==> src/hdl/scope_defines.svh <==
/*
  Shared sizes of the acquisition loop
  - ADC and DAC word widths
  - Samples per triggered packet
  - Decimation shift range and shift port width
*/
`ifndef SCOPE_DEFINES_SVH
`define SCOPE_DEFINES_SVH

// ADC word width, 2 LSBs unused on 14-bit parts
`define ADC_DW 16
// DAC code width
`define DAC_DW 14
// Raw samples per triggered packet
`define ACQ_LEN 64
// Largest decimation shift, groups of up to 16
`define DEC_SHIFT_MAX 4
// Shift port must hold 0..DEC_SHIFT_MAX
`define DEC_SHIFT_W $clog2(`DEC_SHIFT_MAX + 1)

`endif

==> src/hdl/stream_pkg.sv <==
/*
  Data types carried on the sample streams
  - Raw ADC pin word
  - Signed internal sample
  - DAC pin code
*/
`include "scope_defines.svh"

package stream_pkg;

  // Raw pin word, offset binary with negative slope
  typedef logic [`ADC_DW-1:0] adc_raw_t;

  // Two's complement sample on every internal stream
  typedef logic signed [`ADC_DW-1:0] sample_t;

  // Negative slope offset binary code for the DAC pins
  typedef logic [`DAC_DW-1:0] dac_code_t;

endpackage: stream_pkg

==> src/hdl/ctrl_pkg.sv <==
/*
  Control encodings of the acquisition loop
  - Decimation mode
  - Trigger edge select
  - Trigger FSM states
*/
package ctrl_pkg;

  // Keep first word of group or average the group
  typedef enum logic {
    DEC_SKIP = 1'b0,
    DEC_AVG  = 1'b1
  } dec_mode_e;

  // Crossing direction through the trigger level
  typedef enum logic {
    TRIG_RISE = 1'b0,
    TRIG_FALL = 1'b1
  } trig_edge_e;

  // Gate FSM
  typedef enum logic [1:0] {
    TRIG_IDLE    = 2'd0,
    TRIG_ARMED   = 2'd1,
    TRIG_ACQUIRE = 2'd2
  } trig_state_e;

endpackage: ctrl_pkg

==> src/hdl/sample_stream_if.sv <==
/*
  Sample stream between pipeline stages
  - tdata/tvalid/tready/tlast handshake
  - Source and sink views, clock and reset shared
*/
`timescale 1ns/1ps

interface sample_stream_if (
  input logic adc_clk,
  input logic top_rst
);
  import stream_pkg::*;

  // Payload
  sample_t tdata;
  logic    tlast;
  // Handshake, transfer on edge with both high
  logic    tvalid;
  logic    tready;

  // Producer side
  modport source (
    input  adc_clk, top_rst, tready,
    output tdata, tvalid, tlast
  );

  // Consumer side
  modport sink (
    input  adc_clk, top_rst, tdata, tvalid, tlast,
    output tready
  );

endinterface: sample_stream_if

==> src/hdl/adc_capture.sv <==
/*
  ADC capture stage
  - Pin register, one word per cycle
  - Offset binary to two's complement conversion
  - Sticky flag for samples lost to back-pressure
*/
`timescale 1ns/1ps
`include "scope_defines.svh"

module adc_capture (
  input  stream_pkg::adc_raw_t adc_dat_i,
  output logic                 overflow_o,
  sample_stream_if.source      str_o
);
  import stream_pkg::*;

  // Pin word register and stream valid
  adc_raw_t raw_q;
  logic     valid_q;

  //////////////////////////////
  // Input register
  //////////////////////////////

  // Overwritten every cycle, ready or not
  always_ff @(posedge str_o.adc_clk) begin
    raw_q <= adc_dat_i;
  end

  // Stream valid from first edge after reset
  always_ff @(posedge str_o.adc_clk, posedge str_o.top_rst) begin
    if (str_o.top_rst) begin
      valid_q <= 1'b0;
    end else begin
      valid_q <= 1'b1;
    end
  end

  // Negative slope, keep MSB and flip the rest
  assign str_o.tdata  = {raw_q[`ADC_DW-1], ~raw_q[`ADC_DW-2:0]};
  assign str_o.tvalid = valid_q;
  // Raw stream has no packets
  assign str_o.tlast  = 1'b0;

  //////////////////////////////
  // Overflow
  //////////////////////////////

  // Valid word not taken, lost on this edge
  always_ff @(posedge str_o.adc_clk, posedge str_o.top_rst) begin
    if (str_o.top_rst) begin
      overflow_o <= 1'b0;
    end else if (str_o.tvalid && !str_o.tready) begin
      overflow_o <= 1'b1;
    end
  end

endmodule: adc_capture

==> src/hdl/trigger_gate.sv <==
/*
  Trigger gate
  - Arm / level crossing / acquire FSM
  - Passes ACQ_LEN words from the trigger word on, tlast on the final one
  - Discards the stream outside a packet
*/
`timescale 1ns/1ps
`include "scope_defines.svh"

module trigger_gate (
  input  logic                  arm_i,
  input  stream_pkg::sample_t   trig_level_i,
  input  ctrl_pkg::trig_edge_e  trig_edge_i,
  output logic                  acq_busy_o,
  sample_stream_if.sink         str_i,
  sample_stream_if.source       str_o
);
  import stream_pkg::*;
  import ctrl_pkg::*;

  localparam int unsigned CNT_W = $clog2(`ACQ_LEN);
  // Index of the word that carries tlast
  localparam logic [CNT_W-1:0] LAST_IDX = CNT_W'(`ACQ_LEN - 1);

  trig_state_e      state_q;
  logic [CNT_W-1:0] cnt_q;
  sample_t          prev_q;
  logic             hit;
  logic             pass;
  logic             in_hs;
  logic             out_hs;

  //////////////////////////////
  // Crossing detection
  //////////////////////////////

  // Previous accepted sample vs current one
  always_comb begin
    case (trig_edge_i)
      TRIG_RISE: hit = (prev_q < trig_level_i) && (str_i.tdata >= trig_level_i);
      default:   hit = (prev_q > trig_level_i) && (str_i.tdata <= trig_level_i);
    endcase
  end

  // Every accepted word becomes the new reference
  always_ff @(posedge str_i.adc_clk) begin
    if (in_hs) begin
      prev_q <= str_i.tdata;
    end
  end

  //////////////////////////////
  // Stream gating
  //////////////////////////////

  // Words inside a packet, trigger word included
  assign pass = (state_q == TRIG_ACQUIRE) || ((state_q == TRIG_ARMED) && hit);

  // Outside a packet everything is taken and dropped
  assign str_i.tready = pass ? str_o.tready : 1'b1;
  assign str_o.tvalid = str_i.tvalid && pass;
  assign str_o.tdata  = str_i.tdata;
  assign str_o.tlast  = (cnt_q == LAST_IDX);

  assign in_hs  = str_i.tvalid && str_i.tready;
  assign out_hs = str_o.tvalid && str_o.tready;

  //////////////////////////////
  // FSM and word counter
  //////////////////////////////

  always_ff @(posedge str_i.adc_clk, posedge str_i.top_rst) begin
    if (str_i.top_rst) begin
      state_q <= TRIG_IDLE;
      cnt_q   <= '0;
    end else begin
      case (state_q)
        // Arm pulse only counts here
        TRIG_IDLE: begin
          if (arm_i) begin
            state_q <= TRIG_ARMED;
          end
        end
        TRIG_ARMED, TRIG_ACQUIRE: begin
          if (out_hs) begin
            if (str_o.tlast) begin
              state_q <= TRIG_IDLE;
              cnt_q   <= '0;
            end else begin
              state_q <= TRIG_ACQUIRE;
              cnt_q   <= cnt_q + 1'b1;
            end
          end
        end
        default: state_q <= TRIG_IDLE;
      endcase
    end
  end

  assign acq_busy_o = (state_q != TRIG_IDLE);

endmodule: trigger_gate

==> src/hdl/sample_decimator.sv <==
/*
  Decimator by 2**dec_shift_i
  - Skip mode keeps the first word of each group
  - Average mode shifts the group sum right
  - Groups restart at packet boundaries, tlast forwarded
*/
`timescale 1ns/1ps
`include "scope_defines.svh"

module sample_decimator (
  input  ctrl_pkg::dec_mode_e     dec_mode_i,
  input  logic [`DEC_SHIFT_W-1:0] dec_shift_i,
  sample_stream_if.sink           str_i,
  sample_stream_if.source         str_o
);
  import stream_pkg::*;
  import ctrl_pkg::*;

  // Sum of up to 2**DEC_SHIFT_MAX words needs that much headroom
  localparam int unsigned ACC_W = `ADC_DW + `DEC_SHIFT_MAX;

  logic [`DEC_SHIFT_MAX-1:0] grp_cnt_q;
  logic [`DEC_SHIFT_MAX-1:0] grp_last;
  logic signed [ACC_W-1:0]   acc_q;
  logic signed [ACC_W-1:0]   acc_next;
  logic signed [ACC_W-1:0]   acc_shr;
  sample_t                   first_q;
  sample_t                   first;
  sample_t                   out_dat_q;
  logic                      out_vld_q;
  logic                      out_lst_q;
  logic                      accept;
  logic                      grp_end;

  // Take input while output is free or leaving
  assign str_i.tready = !out_vld_q || str_o.tready;
  assign accept       = str_i.tvalid && str_i.tready;

  // Index of the final word of a full group
  assign grp_last = ~({`DEC_SHIFT_MAX{1'b1}} << dec_shift_i);
  // Short group at end of packet
  assign grp_end  = (grp_cnt_q == grp_last) || str_i.tlast;

  // Sum starts fresh at group index 0
  assign acc_next = (grp_cnt_q == '0 ? '0 : acc_q)
                  + {{`DEC_SHIFT_MAX{str_i.tdata[`ADC_DW-1]}}, str_i.tdata};
  assign acc_shr  = acc_next >>> dec_shift_i;
  assign first    = (grp_cnt_q == '0) ? str_i.tdata : first_q;

  //////////////////////////////
  // Group accumulation
  //////////////////////////////

  always_ff @(posedge str_i.adc_clk) begin
    if (accept) begin
      acc_q   <= acc_next;
      first_q <= first;
    end
  end

  always_ff @(posedge str_i.adc_clk, posedge str_i.top_rst) begin
    if (str_i.top_rst) begin
      grp_cnt_q <= '0;
    end else if (accept) begin
      grp_cnt_q <= grp_end ? '0 : grp_cnt_q + 1'b1;
    end
  end

  //////////////////////////////
  // Output register
  //////////////////////////////

  // Result one edge after the last word of the group
  always_ff @(posedge str_i.adc_clk) begin
    if (accept && grp_end) begin
      out_dat_q <= (dec_mode_i == DEC_AVG) ? acc_shr[`ADC_DW-1:0] : first;
      out_lst_q <= str_i.tlast;
    end
  end

  always_ff @(posedge str_i.adc_clk, posedge str_i.top_rst) begin
    if (str_i.top_rst) begin
      out_vld_q <= 1'b0;
    end else if (accept && grp_end) begin
      out_vld_q <= 1'b1;
    end else if (str_o.tready) begin
      out_vld_q <= 1'b0;
    end
  end

  assign str_o.tdata  = out_dat_q;
  assign str_o.tvalid = out_vld_q;
  assign str_o.tlast  = out_lst_q;

endmodule: sample_decimator

==> src/hdl/dac_format.sv <==
/*
  DAC output formatter
  - Signed sample to 14-bit negative slope code
  - Output register held until next write
  - Write strobe kept up until the DAC side takes it
*/
`timescale 1ns/1ps
`include "scope_defines.svh"

module dac_format (
  sample_stream_if.sink         str_i,
  input  logic                  dac_ready_i,
  output stream_pkg::dac_code_t dac_dat_o,
  output logic                  dac_wrt_o,
  output logic                  dac_last_o
);
  import stream_pkg::*;

  // Zero volts on a negative slope DAC
  localparam dac_code_t MID_SCALE = dac_code_t'((1 << (`DAC_DW - 1)) - 1);

  logic accept;

  // Register free or its code taken this cycle
  assign str_i.tready = !dac_wrt_o || dac_ready_i;
  assign accept       = str_i.tvalid && str_i.tready;

  // Top bits, sign kept and magnitude bits flipped
  always_ff @(posedge str_i.adc_clk, posedge str_i.top_rst) begin
    if (str_i.top_rst) begin
      dac_dat_o  <= MID_SCALE;
      dac_wrt_o  <= 1'b0;
      dac_last_o <= 1'b0;
    end else if (accept) begin
      dac_dat_o  <= {str_i.tdata[`ADC_DW-1], ~str_i.tdata[`ADC_DW-2:`ADC_DW-`DAC_DW]};
      dac_wrt_o  <= 1'b1;
      dac_last_o <= str_i.tlast;
    end else if (dac_ready_i) begin
      // Code stays on the pins, only strobe drops
      dac_wrt_o  <= 1'b0;
    end
  end

endmodule: dac_format

==> src/hdl/scope_loop_top.sv <==
/*
  Acquisition and loopback top
  - Capture, trigger gate, decimator, DAC formatter
  - Stages joined by sample streams in the adc_clk domain
*/
`timescale 1ns/1ps
`include "scope_defines.svh"

module scope_loop_top (
  input  logic                    adc_clk,
  input  logic                    top_rst,
  // ADC pins
  input  stream_pkg::adc_raw_t    adc_dat_i,
  // Trigger control
  input  logic                    arm_i,
  input  stream_pkg::sample_t     trig_level_i,
  input  ctrl_pkg::trig_edge_e    trig_edge_i,
  // Decimation control
  input  ctrl_pkg::dec_mode_e     dec_mode_i,
  input  logic [`DEC_SHIFT_W-1:0] dec_shift_i,
  // DAC pins
  input  logic                    dac_ready_i,
  output stream_pkg::dac_code_t   dac_dat_o,
  output logic                    dac_wrt_o,
  output logic                    dac_last_o,
  // Status
  output logic                    acq_busy_o,
  output logic                    overflow_o
);

  //////////////////////////////
  // Streams
  //////////////////////////////

  sample_stream_if s_cap  (.adc_clk (adc_clk), .top_rst (top_rst));
  sample_stream_if s_gate (.adc_clk (adc_clk), .top_rst (top_rst));
  sample_stream_if s_dec  (.adc_clk (adc_clk), .top_rst (top_rst));

  //////////////////////////////
  // Pipeline stages
  //////////////////////////////

  adc_capture cap (
    .adc_dat_i  (adc_dat_i ),
    .overflow_o (overflow_o),
    .str_o      (s_cap     )
  );

  trigger_gate gate (
    .arm_i        (arm_i       ),
    .trig_level_i (trig_level_i),
    .trig_edge_i  (trig_edge_i ),
    .acq_busy_o   (acq_busy_o  ),
    .str_i        (s_cap       ),
    .str_o        (s_gate      )
  );

  sample_decimator dec (
    .dec_mode_i  (dec_mode_i ),
    .dec_shift_i (dec_shift_i),
    .str_i       (s_gate     ),
    .str_o       (s_dec      )
  );

  dac_format fmt (
    .str_i       (s_dec      ),
    .dac_ready_i (dac_ready_i),
    .dac_dat_o   (dac_dat_o  ),
    .dac_wrt_o   (dac_wrt_o  ),
    .dac_last_o  (dac_last_o )
  );

endmodule: scope_loop_top

==> config.mk <==
export PLATFORM = sky130hd
export DESIGN_NAME = scope_loop_top
export DESIGN_NICKNAME = d
export VERILOG_FILES = /design/src/hdl/stream_pkg.sv /design/src/hdl/ctrl_pkg.sv /design/src/hdl/sample_stream_if.sv /design/src/hdl/adc_capture.sv /design/src/hdl/trigger_gate.sv /design/src/hdl/sample_decimator.sv /design/src/hdl/dac_format.sv /design/src/hdl/scope_loop_top.sv
export VERILOG_INCLUDE_DIRS = /design/src /design/src/hdl
export SDC_FILE = /design/constraint.sdc
export NUM_CORES = 1
export LEC_CHECK = 0
export ABC_AREA = 1
export ABC_CLOCK_PERIOD_IN_PS = 9420
export BUFFER_PORTS_ARGS = -buffer_cell sky130_fd_sc_hd__buf_2
export CAP_MARGIN = 15
export CORE_MARGIN = 1
export CORE_UTILIZATION = 35
export CTS_BUF_LIST = sky130_fd_sc_hd__clkbuf_16
export CTS_CLUSTER_DIAMETER = 100
export DETAILED_ROUTE_END_ITERATION = 16
export SLEW_MARGIN = 10
export SYNTH_ARGS = -nofsm -noshare
export SYNTH_HDL_FRONTEND = slang
export SYNTH_SLANG_ARGS = --single-unit
==> constraint.sdc <==
create_clock -name adc_clk -period 9.42 [get_ports adc_clk]
set_input_delay 1.884 -clock adc_clk [delete_from_list [all_inputs] [get_ports adc_clk]]
set_output_delay 1.884 -clock adc_clk [all_outputs]
set_load 0.005 [all_outputs]
==> results of run 1 <==
==> layer usage <==
| layer | vias up | global-route usage | wire length (um) |
|---|---|---|---|
| met5 | - | 0 | 0 |
| met4 | 0 | 0.04697 | 219 |
| met3 | 13 | 0.03230 | 635 |
| met2 | 76 | 0.2745 | 7346 |
| met1 | 2453 | 0.2233 | 7525 |
| li1 | 2869 | - | - |
==> area by class of cell <==
type	instances	area, sq um	share of cell area
Multi-Input combinational cell	576	3238	0.4171
Clock inverter	6	75.07	0.009670
Inverter	130	488.0	0.06285
Tap cell	260	325.3	0.04190
Sequential cell	112	3064	0.3947
Antenna cell	1	2.502	0.0003223
Timing Repair Buffer	62	320.3	0.04126
Clock buffer	10	250.2	0.03223
==> how the worst max path moves through the flow <==
stage,depth (start not counted),slack (ns),start,to
5_1_grt,18,4.24,trig_level_i[15],dec.str_o.tdata[14]
4_1_cts,18,4.71,trig_level_i[15],dec.str_o.tdata[11]
6_report,18,4.75,trig_level_i[11],dec.str_o.tdata[4]
3_3_place_gp,18,4.42,trig_level_i[13],dec.str_o.tdata[11]
2_1_floorplan,15,4.73,trig_level_i[15],gate.prev_q[0]
3_5_place_dp,18,4.33,trig_level_i[15],dec.str_o.tdata[11]
==> per-stage QoR <==
| step | std cells | hold slack (ns) | util | power, mW |
|---|---|---|---|---|
| floorplan | 836 | 0.3803 | - | 1.546 |
| global placement | 1140 | 0.3837 | 0.3923 | 1.821 |
| detailed placement | 1140 | 0.3905 | 0.3923 | 1.833 |
| CTS | 1156 | 0.4033 | 0.4094 | 2.249 |
| global route | 1156 | 0.4182 | 0.4094 | 2.435 |
| finish | 1157 | 0.4020 | 0.4096 | 2.230 |
==> layout by cell type (no fill, tap or decap), types with 16 or more instances in the layout <==
| cell type | instances |
|---|---|
| a21oi_1 | 31 |
| buf_2 | 58 |
| dfrtp_1 | 18 |
| dfxtp_1 | 16 |
| edfxtp_1 | 65 |
| ha_1 | 59 |
| inv_1 | 126 |
| nand2_1 | 208 |
| nand3_1 | 90 |
| nor2_1 | 52 |
| o21ai_0 | 46 |
==> where the power goes <==
part	switching, mW	total [mW]	internal (mW)	leakage [nW]
Clock	0.202	0.411	0.209	0.160
Sequential	0.0535	0.760	0.706	1.11
Combinational	0.692	1.06	0.368	2.58
Total	0.948	2.23	1.28	3.85
==> sequential cells by signal, indices dropped and copies added (netlist names), 4 cells and up <==
| register | cells |
|---|---|
| dec.acc_q | 20 |
| cap.raw_q | 16 |
| gate.prev_q | 16 |
| dec.first_q | 14 |
| dec.str_o.tdata | 14 |
| fmt.dac_dat_o | 14 |
| gate.cnt_q | 6 |
| dec.grp_cnt_q | 4 |
==> cell families (layout without fill, tap and decap cells) <==
logic type / Yosys count / in the layout / share of synthesized area
simple gates: 380 / 380 / 0.2361
fa+ha+maj: 60 / 60 / 0.1104
buf+inv: 148 / 208 / 0.08251
mux: 2 / 2 / 0.003278
other cells: 1 / 2 / 0.0005459
compound gates: 117 / 117 / 0.1007
xor+xnor: 16 / 16 / 0.02040
flops: 112 / 112 / 0.4461
==> worst register-to-register path, cell delays in order (launching register included) <==
cell and delay, ns:
dfrtp_1 0.38, inv_1 0.09, ha_1 0.20, nand2_1 0.10, clkinv_1 0.45, nor2_1 0.24
ha_1 0.17, inv_1 0.09, fa_1 0.46, inv_1 0.08, nand3_1 0.06, nand2_1 0.15
a21boi_2 0.09, o21ai_2 0.18, nand3_1 0.13, nand3_1 0.14, nand3_1 0.12, nand3_1 0.14
nand3_1 0.09, nand3_1 0.12, nand2_1 0.08
==> results.sh, run 1 <==
export IMPL_status="finished clean"
export IMPL_drc_errors=0
export IMPL_num_rows=50
export IMPL_synth_commonest_cells="nand2_1, inv_1, nand3_1"
export IMPL_power_density_mw_per_mm2=287.3
export IMPL_synth_seq_cells=112
export IMPL_arrival_ns=4.67
export IMPL_avgRoutedWirePerCell_um=13.59
export IMPL_r2r_end="dec.str_o.tdata[10]"
export IMPL_avgSynthCellArea_sq_um=8.217
export IMPL_core_sq_mm=0.01896
export IMPL_drt_pass1_iter_count=5
export IMPL_hold_class="register to register"
export IMPL_synthFlopType="edfxtp_1"
export IMPL_area_delta_synth_final_pct=13.02
export IMPL_netlist_instances=836
export IMPL_synthArstFlopShare=0.2768
export IMPL_nFillCells=1916
export IMPL_numCtsBuffers=9
export IMPL_post_route_min_period_ns=4.672
export IMPL_drive_gt1_frac=0.1283
export IMPL_port_buffers=58
export IMPL_fin_area_sq_mm=0.007764
export IMPL_die_area_sq_mm=0.02019
export IMPL_ys_types=46
export IMPL_grt_pass1_vias=5221
export IMPL_critPathMostFrequentCell="nand2_1"
export IMPL_die_h_um=142.1
export IMPL_min_period_over_period=0.4960
export IMPL_synth_nets=937
export IMPL_clk_pin_slew_ns=0.09
export IMPL_layout_setup_ws_ns=4.748
export IMPL_cts_resized=0
export IMPL_relSlewSlack=0.3911
export IMPL_ys_warn_count=0
export IMPL_cts_root_buf="clkbuf_16"
export IMPL_grt_overflow=0
export IMPL_synth_top_area_share=0.2842
export IMPL_dpl_instance_area_sq_mm=0.007436
export IMPL_pre_cts_slack_ns=4.333
export IMPL_worst_clock_skew_ns=0.01236
export IMPL_clock_path_buffers=2
export IMPL_globalplace_congestion=0.8634
export IMPL_postCtsSetupBuffers=0
export IMPL_ant_nets=0
export IMPL_crit_type="input port to register"
export IMPL_setup_viol=0
export IMPL_synth_edf_count=65
export IMPL_finalNetCount=992
export IMPL_tns_ns=0
export IMPL_antenna_found_initial=0
export IMPL_drt_first_iter_violations=393
export IMPL_hold_path_end="fmt.dac_dat_o[3]"
export IMPL_crit_family="buffers and inverters"
export IMPL_p_leak_nw=3.848
export IMPL_cts_tree="done"
export IMPL_worst_slew_pin_slew_ns=0.9120
export IMPL_synth_area_top_cells="edfxtp_1, nand2_1, ha_1"
export IMPL_die_w_um=142.1
export IMPL_drv_slew=0
export IMPL_grt_pass1_wl_um=26050
export IMPL_synth_top_cell_by_area="edfxtp_1"
export IMPL_maxCapViolations=0
export IMPL_grt_max_degree=43
export IMPL_synth_yosys_seq_area_share=0.4461
export IMPL_cts_hold_buf=0
export IMPL_dpl_hpwl_um=12400
export IMPL_crit_slowest_cell="inv_2"
export IMPL_rsz0062_at_grt="no"
export IMPL_htreeDepth=3
export IMPL_path_buf_inv=4
export IMPL_cp_cell_sequence="buf_2, inv_1, ha_1, a21oi_1, nand2_1, a21oi_1, nand2_1, nand2_1, nand2_1, nor2_1, nand2_1, nand2_1, nand3_2, nand2_2, nand2_4, inv_2, nand2_1, inv_1"
export IMPL_finalHoldViolCount=0
export IMPL_reg2reg_slack_ns=5.61
export IMPL_pin_count=59
export IMPL_worstRegToRegCells=20
export IMPL_grtUsageTotal=0.1672
export IMPL_ir_worst_vdd_v=0.0001053
export IMPL_via_count=5411
export IMPL_reg2reg_from="dec.grp_cnt_q[0]"
export IMPL_wl_um=15730
export IMPL_initial_utilization=0.3624
export IMPL_clk_latency_ns=0.36
export IMPL_min_from="dec.str_o.tdata[5]"
export IMPL_end_kind="register"
export IMPL_synth_area_sq_mm=0.006869
export IMPL_vias_per_cell=4.677
export IMPL_cts_sinks=112
export IMPL_path_max_fanout=42
export IMPL_min_path_cells=1
export IMPL_cpPeakStageDelay_ns=0.66
export IMPL_yosysMostFrequentCell="nand2_1"
export IMPL_worstSetupStartpointType="input port"
export IMPL_critPathRequiredTime_ns=9.42
export IMPL_max_freq_mhz=214.0
No activity file was read; power rests on OpenSTA's default activity.
==> inputs of run 2 (changes only) <==
Settings changed: ABC_CLOCK_PERIOD_IN_PS 9420 to 4300.
Clock period 9.42 ns to 4.3 ns, I/O delays scaled along.
==> run 2 against run 1 <==
Net effect:
- clock power rose by 89%
- sequential power rose by 120%
- hold slack got worse by 0.0090 ns
- routed wire length increased by 2.0%
- first-iteration DRC count shrank 21%
- highest routed layer unchanged
- count of clock-buffer cells in the layout fell by 1
- total power rose by 110%
- die area is the same
==> results.sh, run 2 (synthesized netlist as in run 1, its figures left out) <==
export IMPL_status="finished clean"
export IMPL_worstRegToRegCells=21
export IMPL_pin_count=59
export IMPL_via_count=5518
export IMPL_drc_errors=0
export IMPL_min_period_over_period=0.7914
export IMPL_worst_clock_skew_ns=0.01184
export IMPL_setup_viol=0
export IMPL_final_common_cell="nand2_1"
export IMPL_diodes=0
export IMPL_hold_class="register to register"
export IMPL_reg2reg_slack_ns=0.90
export IMPL_arrival_ns=3.51
export IMPL_wl_um=16040
export IMPL_die_h_um=142.1
export IMPL_grt_pass1_vias=5236
export IMPL_worstSetupStartpointType="register"
export IMPL_cts_tree="done"
export IMPL_cpPeakStageDelay_ns=0.37
export IMPL_relSlewSlack=0.4659
export IMPL_die_w_um=142.1
export IMPL_r2r_end="dec.str_o.tdata[11]"
export IMPL_crit_slowest_cell="dfrtp_1"
export IMPL_layout_common_cells="nand2_1, inv_1, nand3_1, edfxtp_1, ha_1"
export IMPL_antenna_found_initial=0
export IMPL_cp_cell_sequence="inv_1, ha_1, nand2_1, clkinv_1, buf_4, nor2_1, ha_1, a21oi_1, o21a_1, nor2_1, nor2_1, nand2_1, a21oi_2, inv_1, nand2_1, and2_1, nand2_1, nand3_1, nand3_1, nand2_1, nand2_1"
export IMPL_globalplace_congestion=0.8532
export IMPL_crit_family="simple AND/OR/NAND/NOR gates"
export IMPL_cts_sinks=112
export IMPL_postCtsSetupBuffers=0
export IMPL_worst_slew_pin_slew_ns=0.7992
export IMPL_grtUsageTotal=0.1712
export IMPL_num_rows=50
export IMPL_cts_resized=0
export IMPL_clock_path_buffers=2
export IMPL_finalHoldViolCount=0
export IMPL_largest_register_ffs=20
export IMPL_path_max_fanout=12
export IMPL_top_regs="dec.acc_q (20), cap.raw_q (16), gate.prev_q (16)"
export IMPL_grt_max_degree=42
export IMPL_p_leak_nw=3.845
export IMPL_critPathMostFrequentCell="nand2_1"
export IMPL_layout_setup_ws_ns=0.8970
export IMPL_area_delta_synth_final_pct=12.55
export IMPL_clk_latency_ns=0.35
export IMPL_largest_register="dec.acc_q"
export IMPL_ir_worst_vdd_v=0.0002201
export IMPL_max_freq_mhz=293.9
export IMPL_reg2reg_from="dec.grp_cnt_q[0]"
export IMPL_drv_slew=0
export IMPL_ant_nets=0
export IMPL_finalPower_mw=4.779
export IMPL_post_route_min_period_ns=3.403
export IMPL_hold_ws_ns=0.3930
export IMPL_cts_hold_buf=0
export IMPL_maxCapViolations=0
export IMPL_min_from="dec.str_o.tdata[6]"
export IMPL_path_buf_inv=4
export IMPL_finalNetCount=996
export IMPL_power_density_mw_per_mm2=618.2
export IMPL_tns_ns=0
export IMPL_initial_utilization=0.3624
export IMPL_critPathRequiredTime_ns=4.41
export IMPL_grt_overflow=0
export IMPL_fin_util=0.4079
export IMPL_core_sq_mm=0.01896
export IMPL_dpl_hpwl_um=12690
export IMPL_pre_cts_slack_ns=0.8655
export IMPL_clk_pin_slew_ns=0.07
export IMPL_hold_path_end="fmt.dac_dat_o[4]"
export IMPL_vias_per_cell=4.757
export IMPL_drt_first_iter_violations=312
export IMPL_die_area_sq_mm=0.02019
export IMPL_htreeDepth=3
export IMPL_crit_type="register to register"
export IMPL_rsz0062_at_grt="no"
export IMPL_cts_root_buf="clkbuf_16"
export IMPL_port_buffers=58
export IMPL_min_path_cells=1
export IMPL_drive_gt1_frac=0.1289
export IMPL_drt_pass1_iter_count=5
export IMPL_avgRoutedWirePerCell_um=13.83
export IMPL_grt_pass1_wl_um=26630
export IMPL_end_kind="register"
export IMPL_numCtsBuffers=9
## run 2: cell types whose count changed in the layout (fill, tap and decap cells not counted), moves of 2 or more
cell and change:
buf_4 +4, inv_8 -2, inv_1 +2, clkinv_2 +2
## run 2: power breakdown
group	internal, mW	leakage [nW]	total [mW]	switching (mW)
sequential	1.55	1.11	1.66	0.114
combinational	0.818	2.60	2.34	1.52
clock	0.390	0.137	0.776	0.386
total	2.75	3.84	4.78	2.02
## run 2: worst max-delay path by stage
| stage | from | end | slack (ns) | cells past startpoint |
|---|---|---|---|---|
| CTS | dec.grp_cnt_q[0] | dec.str_o.tdata[11] | 0.91 | 20 |
| global route | dec.grp_cnt_q[0] | dec.str_o.tdata[11] | 0.54 | 21 |
| detailed placement | trig_level_i[15] | dec.str_o.tdata[10] | 0.87 | 20 |
| finish | dec.grp_cnt_q[0] | dec.str_o.tdata[11] | 0.90 | 21 |
| global placement | dec.grp_cnt_q[0] | dec.str_o.tdata[11] | 0.91 | 20 |
| floorplan | trig_level_i[15] | gate.prev_q[0] | 0.63 | 15 |
## run 2: cell type report
| class | count | area, sq um |
|---|---|---|
| clock buffer | 9 | 225.2 |
| clock inverter | 7 | 40.04 |
| fill | 1944 | 11220 |
| inverter | 130 | 488.0 |
| multi-input combinational | 576 | 3238 |
| sequential | 112 | 3064 |
| tap | 260 | 325.3 |
| timing repair buffer | 66 | 350.3 |
## run 2: metal layers
layer | global-route usage | up-vias | wire [um]
li1 | - | 2874 | -
met1 | 0.2344 | 2506 | 7896
met2 | 0.2743 | 112 | 7205
met3 | 0.02624 | 26 | 575
met4 | 0.05999 | 0 | 363
met5 | 0 | - | 0
## run 2: stage by stage
stage                     instances  cell area, sq um
after floorplan                 836              6869
after global placement         1144              7466
after detailed placement       1144              7466
after CTS                      1160              7731
after global routing           1160              7731
final                          1160              7731
==> inputs of run 3 (changes only) <==
Settings changed: ABC_CLOCK_PERIOD_IN_PS 4300 to 3500.
Clock period 4.3 ns to 3.5 ns, I/O delays scaled along.
==> run 3 against run 2 <==
Net effect:
- total power rose by 27%
- count of clock-buffer cells in the layout did not move
- cell count rose by 0.60%
- worst setup slack got worse by 0.57 ns
- core utilization rose by 0.79 points
- sequential cell count did not move
==> results.sh, run 3 (synthesized netlist as in run 1, its figures left out) <==
export IMPL_antenna_found_initial=0
export IMPL_max_freq_mhz=315.4
export IMPL_power_density_mw_per_mm2=771.2
export IMPL_status="finished clean"
export IMPL_area_delta_synth_final_pct=14.74
export IMPL_port_buffers=58
export IMPL_nFillCells=1920
export IMPL_cts_root_buf="clkbuf_16"
export IMPL_drv_slew=0
export IMPL_globalplace_congestion=0.8773
export IMPL_vias_per_cell=4.767
export IMPL_worst_slew_pin_slew_ns=0.6555
export IMPL_path_max_fanout=11
export IMPL_die_area_sq_mm=0.02019
export IMPL_worstSetupStartpointType="register"
export IMPL_num_rows=50
export IMPL_cpPeakStageDelay_ns=0.40
export IMPL_crit_slowest_cell="dfrtp_1"
export IMPL_cts_sinks=112
export IMPL_grt_overflow=0
export IMPL_core_sq_mm=0.01896
export IMPL_finalNetCount=1003
export IMPL_via_count=5563
export IMPL_multiInputGateArea_sq_mm=0.003292
export IMPL_grt_pass1_wl_um=27080
export IMPL_final_common_cell="nand2_1"
export IMPL_initial_utilization=0.3624
export IMPL_post_route_min_period_ns=3.170
export IMPL_critPathRequiredTime_ns=3.61
export IMPL_clk_latency_ns=0.37
export IMPL_finalHoldViolCount=0
export IMPL_rsz0062_at_grt="no"
export IMPL_largest_register="dec.acc_q"
export IMPL_top_regs="dec.acc_q (20), cap.raw_q (16), gate.prev_q (16)"
export IMPL_ant_nets=0
export IMPL_pin_count=59
export IMPL_clock_path_buffers=2
export IMPL_grtUsageTotal=0.1751
export IMPL_maxCapViolations=0
export IMPL_worstRegToRegCells=18
export IMPL_relSlewSlack=0.5625
export IMPL_numCtsBuffers=9
export IMPL_grt_max_degree=42
export IMPL_p_leak_nw=3.902
export IMPL_crit_type="register to register"
export IMPL_finalPower_mw=6.078
export IMPL_setup_viol=0
export IMPL_grt_pass1_vias=5314
export IMPL_largest_register_ffs=20
export IMPL_cts_tree="done"
export IMPL_tns_ns=0
export IMPL_layout_common_cells="nand2_1, inv_1, nand3_1, edfxtp_1"
export IMPL_arrival_ns=3.28
export IMPL_cp_cell_sequence="inv_1, ha_1, nand2_1, inv_2, buf_4, nor2_1, ha_1, a21o_1, a31oi_2, nor2_1, nor2_1, nand2_1, nand2_1, nand2_1, nand2_1, nand3_1, a21oi_1, o21ai_1"
export IMPL_diodes=0
export IMPL_drc_errors=0
export IMPL_hold_class="input port to async pin"
export IMPL_drt_pass1_iter_count=5
export IMPL_avgRoutedWirePerCell_um=14.20
export IMPL_worst_clock_skew_ns=0.01232
export IMPL_critPathMostFrequentCell="nand2_1"
export IMPL_ir_worst_vdd_v=0.0003655
export IMPL_drive_gt1_frac=0.1499
export IMPL_clk_pin_slew_ns=0.08
export IMPL_die_h_um=142.1
export IMPL_end_kind="register"
export IMPL_die_w_um=142.1
export IMPL_drt_first_iter_violations=477
export IMPL_min_period_over_period=0.9058
export IMPL_htreeDepth=3
export IMPL_regArea_sq_mm=0.003064
export IMPL_wl_um=16570
export IMPL_dpl_hpwl_um=12970
==> run 3: cell types whose count changed in the layout (fill, tap and decap cells not counted), moves of 2 or more <==
| cell | delta |
|---|---|
| a21oi_2 | +4 |
| buf_4 | +6 |
| a21oi_1 | -4 |
| clkinv_1 | -2 |
| inv_1 | -2 |
| inv_6 | +2 |
==> run 3: cell type report <==
cell class | instances | area share
Clock buffer | 9 | 0.02858
Multi-Input combinational cell | 576 | 0.4177
Timing Repair Buffer | 73 | 0.05366
Inverter | 130 | 0.06191
Sequential cell | 112 | 0.3888
Tap cell | 260 | 0.04128
Clock inverter | 7 | 0.008097
==> run 3: final timing paths <==
kind / start / to / slack, ns
worst min register to register: dec.str_o.tdata[11] / fmt.dac_dat_o[9] / 0.39
min in group adc_clk: dec.str_o.tdata[11] / fmt.dac_dat_o[9] / 0.39
worst max-delay path: dec.grp_cnt_q[0] / dec.str_o.tdata[8] / 0.33
worst max register to register: dec.grp_cnt_q[0] / dec.str_o.tdata[8] / 0.33
worst min-delay path: top_rst / dec.grp_cnt_q[3] / 0.33
max in group asynchronous: top_rst / fmt.dac_dat_o[10] / 2.61
==> run 3: metrics by stage <==
stage	util	worst slack [ns]	hold WS (ns)	cell area [sq um]	std cells
after global placement	0.3958	0.2689	0.3865	7503	1149
after CTS	0.4111	0.2101	0.3963	7792	1165
after floorplan	-	0.02451	0.3803	6869	836
after global routing	0.4158	0.004958	0.3428	7881	1167
after detailed placement	0.3958	0.2405	0.3885	7503	1149
final	0.4158	0.3296	0.3257	7881	1167
==> run 3: routing by layer <==
metal  routed length, um  up-vias  GRT usage
met5                   0        -          0
met4                 354        0    0.05546
met3                 776       23    0.03735
met2                7574      118     0.2797
met1                7866     2549     0.2359
li1                    -     2873          -
==> run 3: report_power, final <==
part | leakage, nW | switching, mW | total, mW | internal (mW)
clock | 0.145 | 0.522 | 1.02 | 0.499
sequential | 1.11 | 0.147 | 2.05 | 1.90
combinational | 2.65 | 1.93 | 3.01 | 1.08
==> run 3: worst max-delay path: cells and delay by family (launching register included) <==
kind | cells | cell delay (ns)
AO/OA/AOI/OAI | 4 | 0.81
AND/OR/NAND/NOR | 9 | 0.78
adder cells (fa/ha/maj) | 2 | 0.50
buffers and inverters | 3 | 0.45
flip-flops | 1 | 0.40
==> run 3: timing repair <==
| item | 4_1_cts | 5_1_grt |
|---|---|---|
| setup endpoints to repair | 0 | 13 |
| setup buffers | 0 | 1 |
| resized for setup | 0 | 12 |
| hold buffers | 0 | 0 |
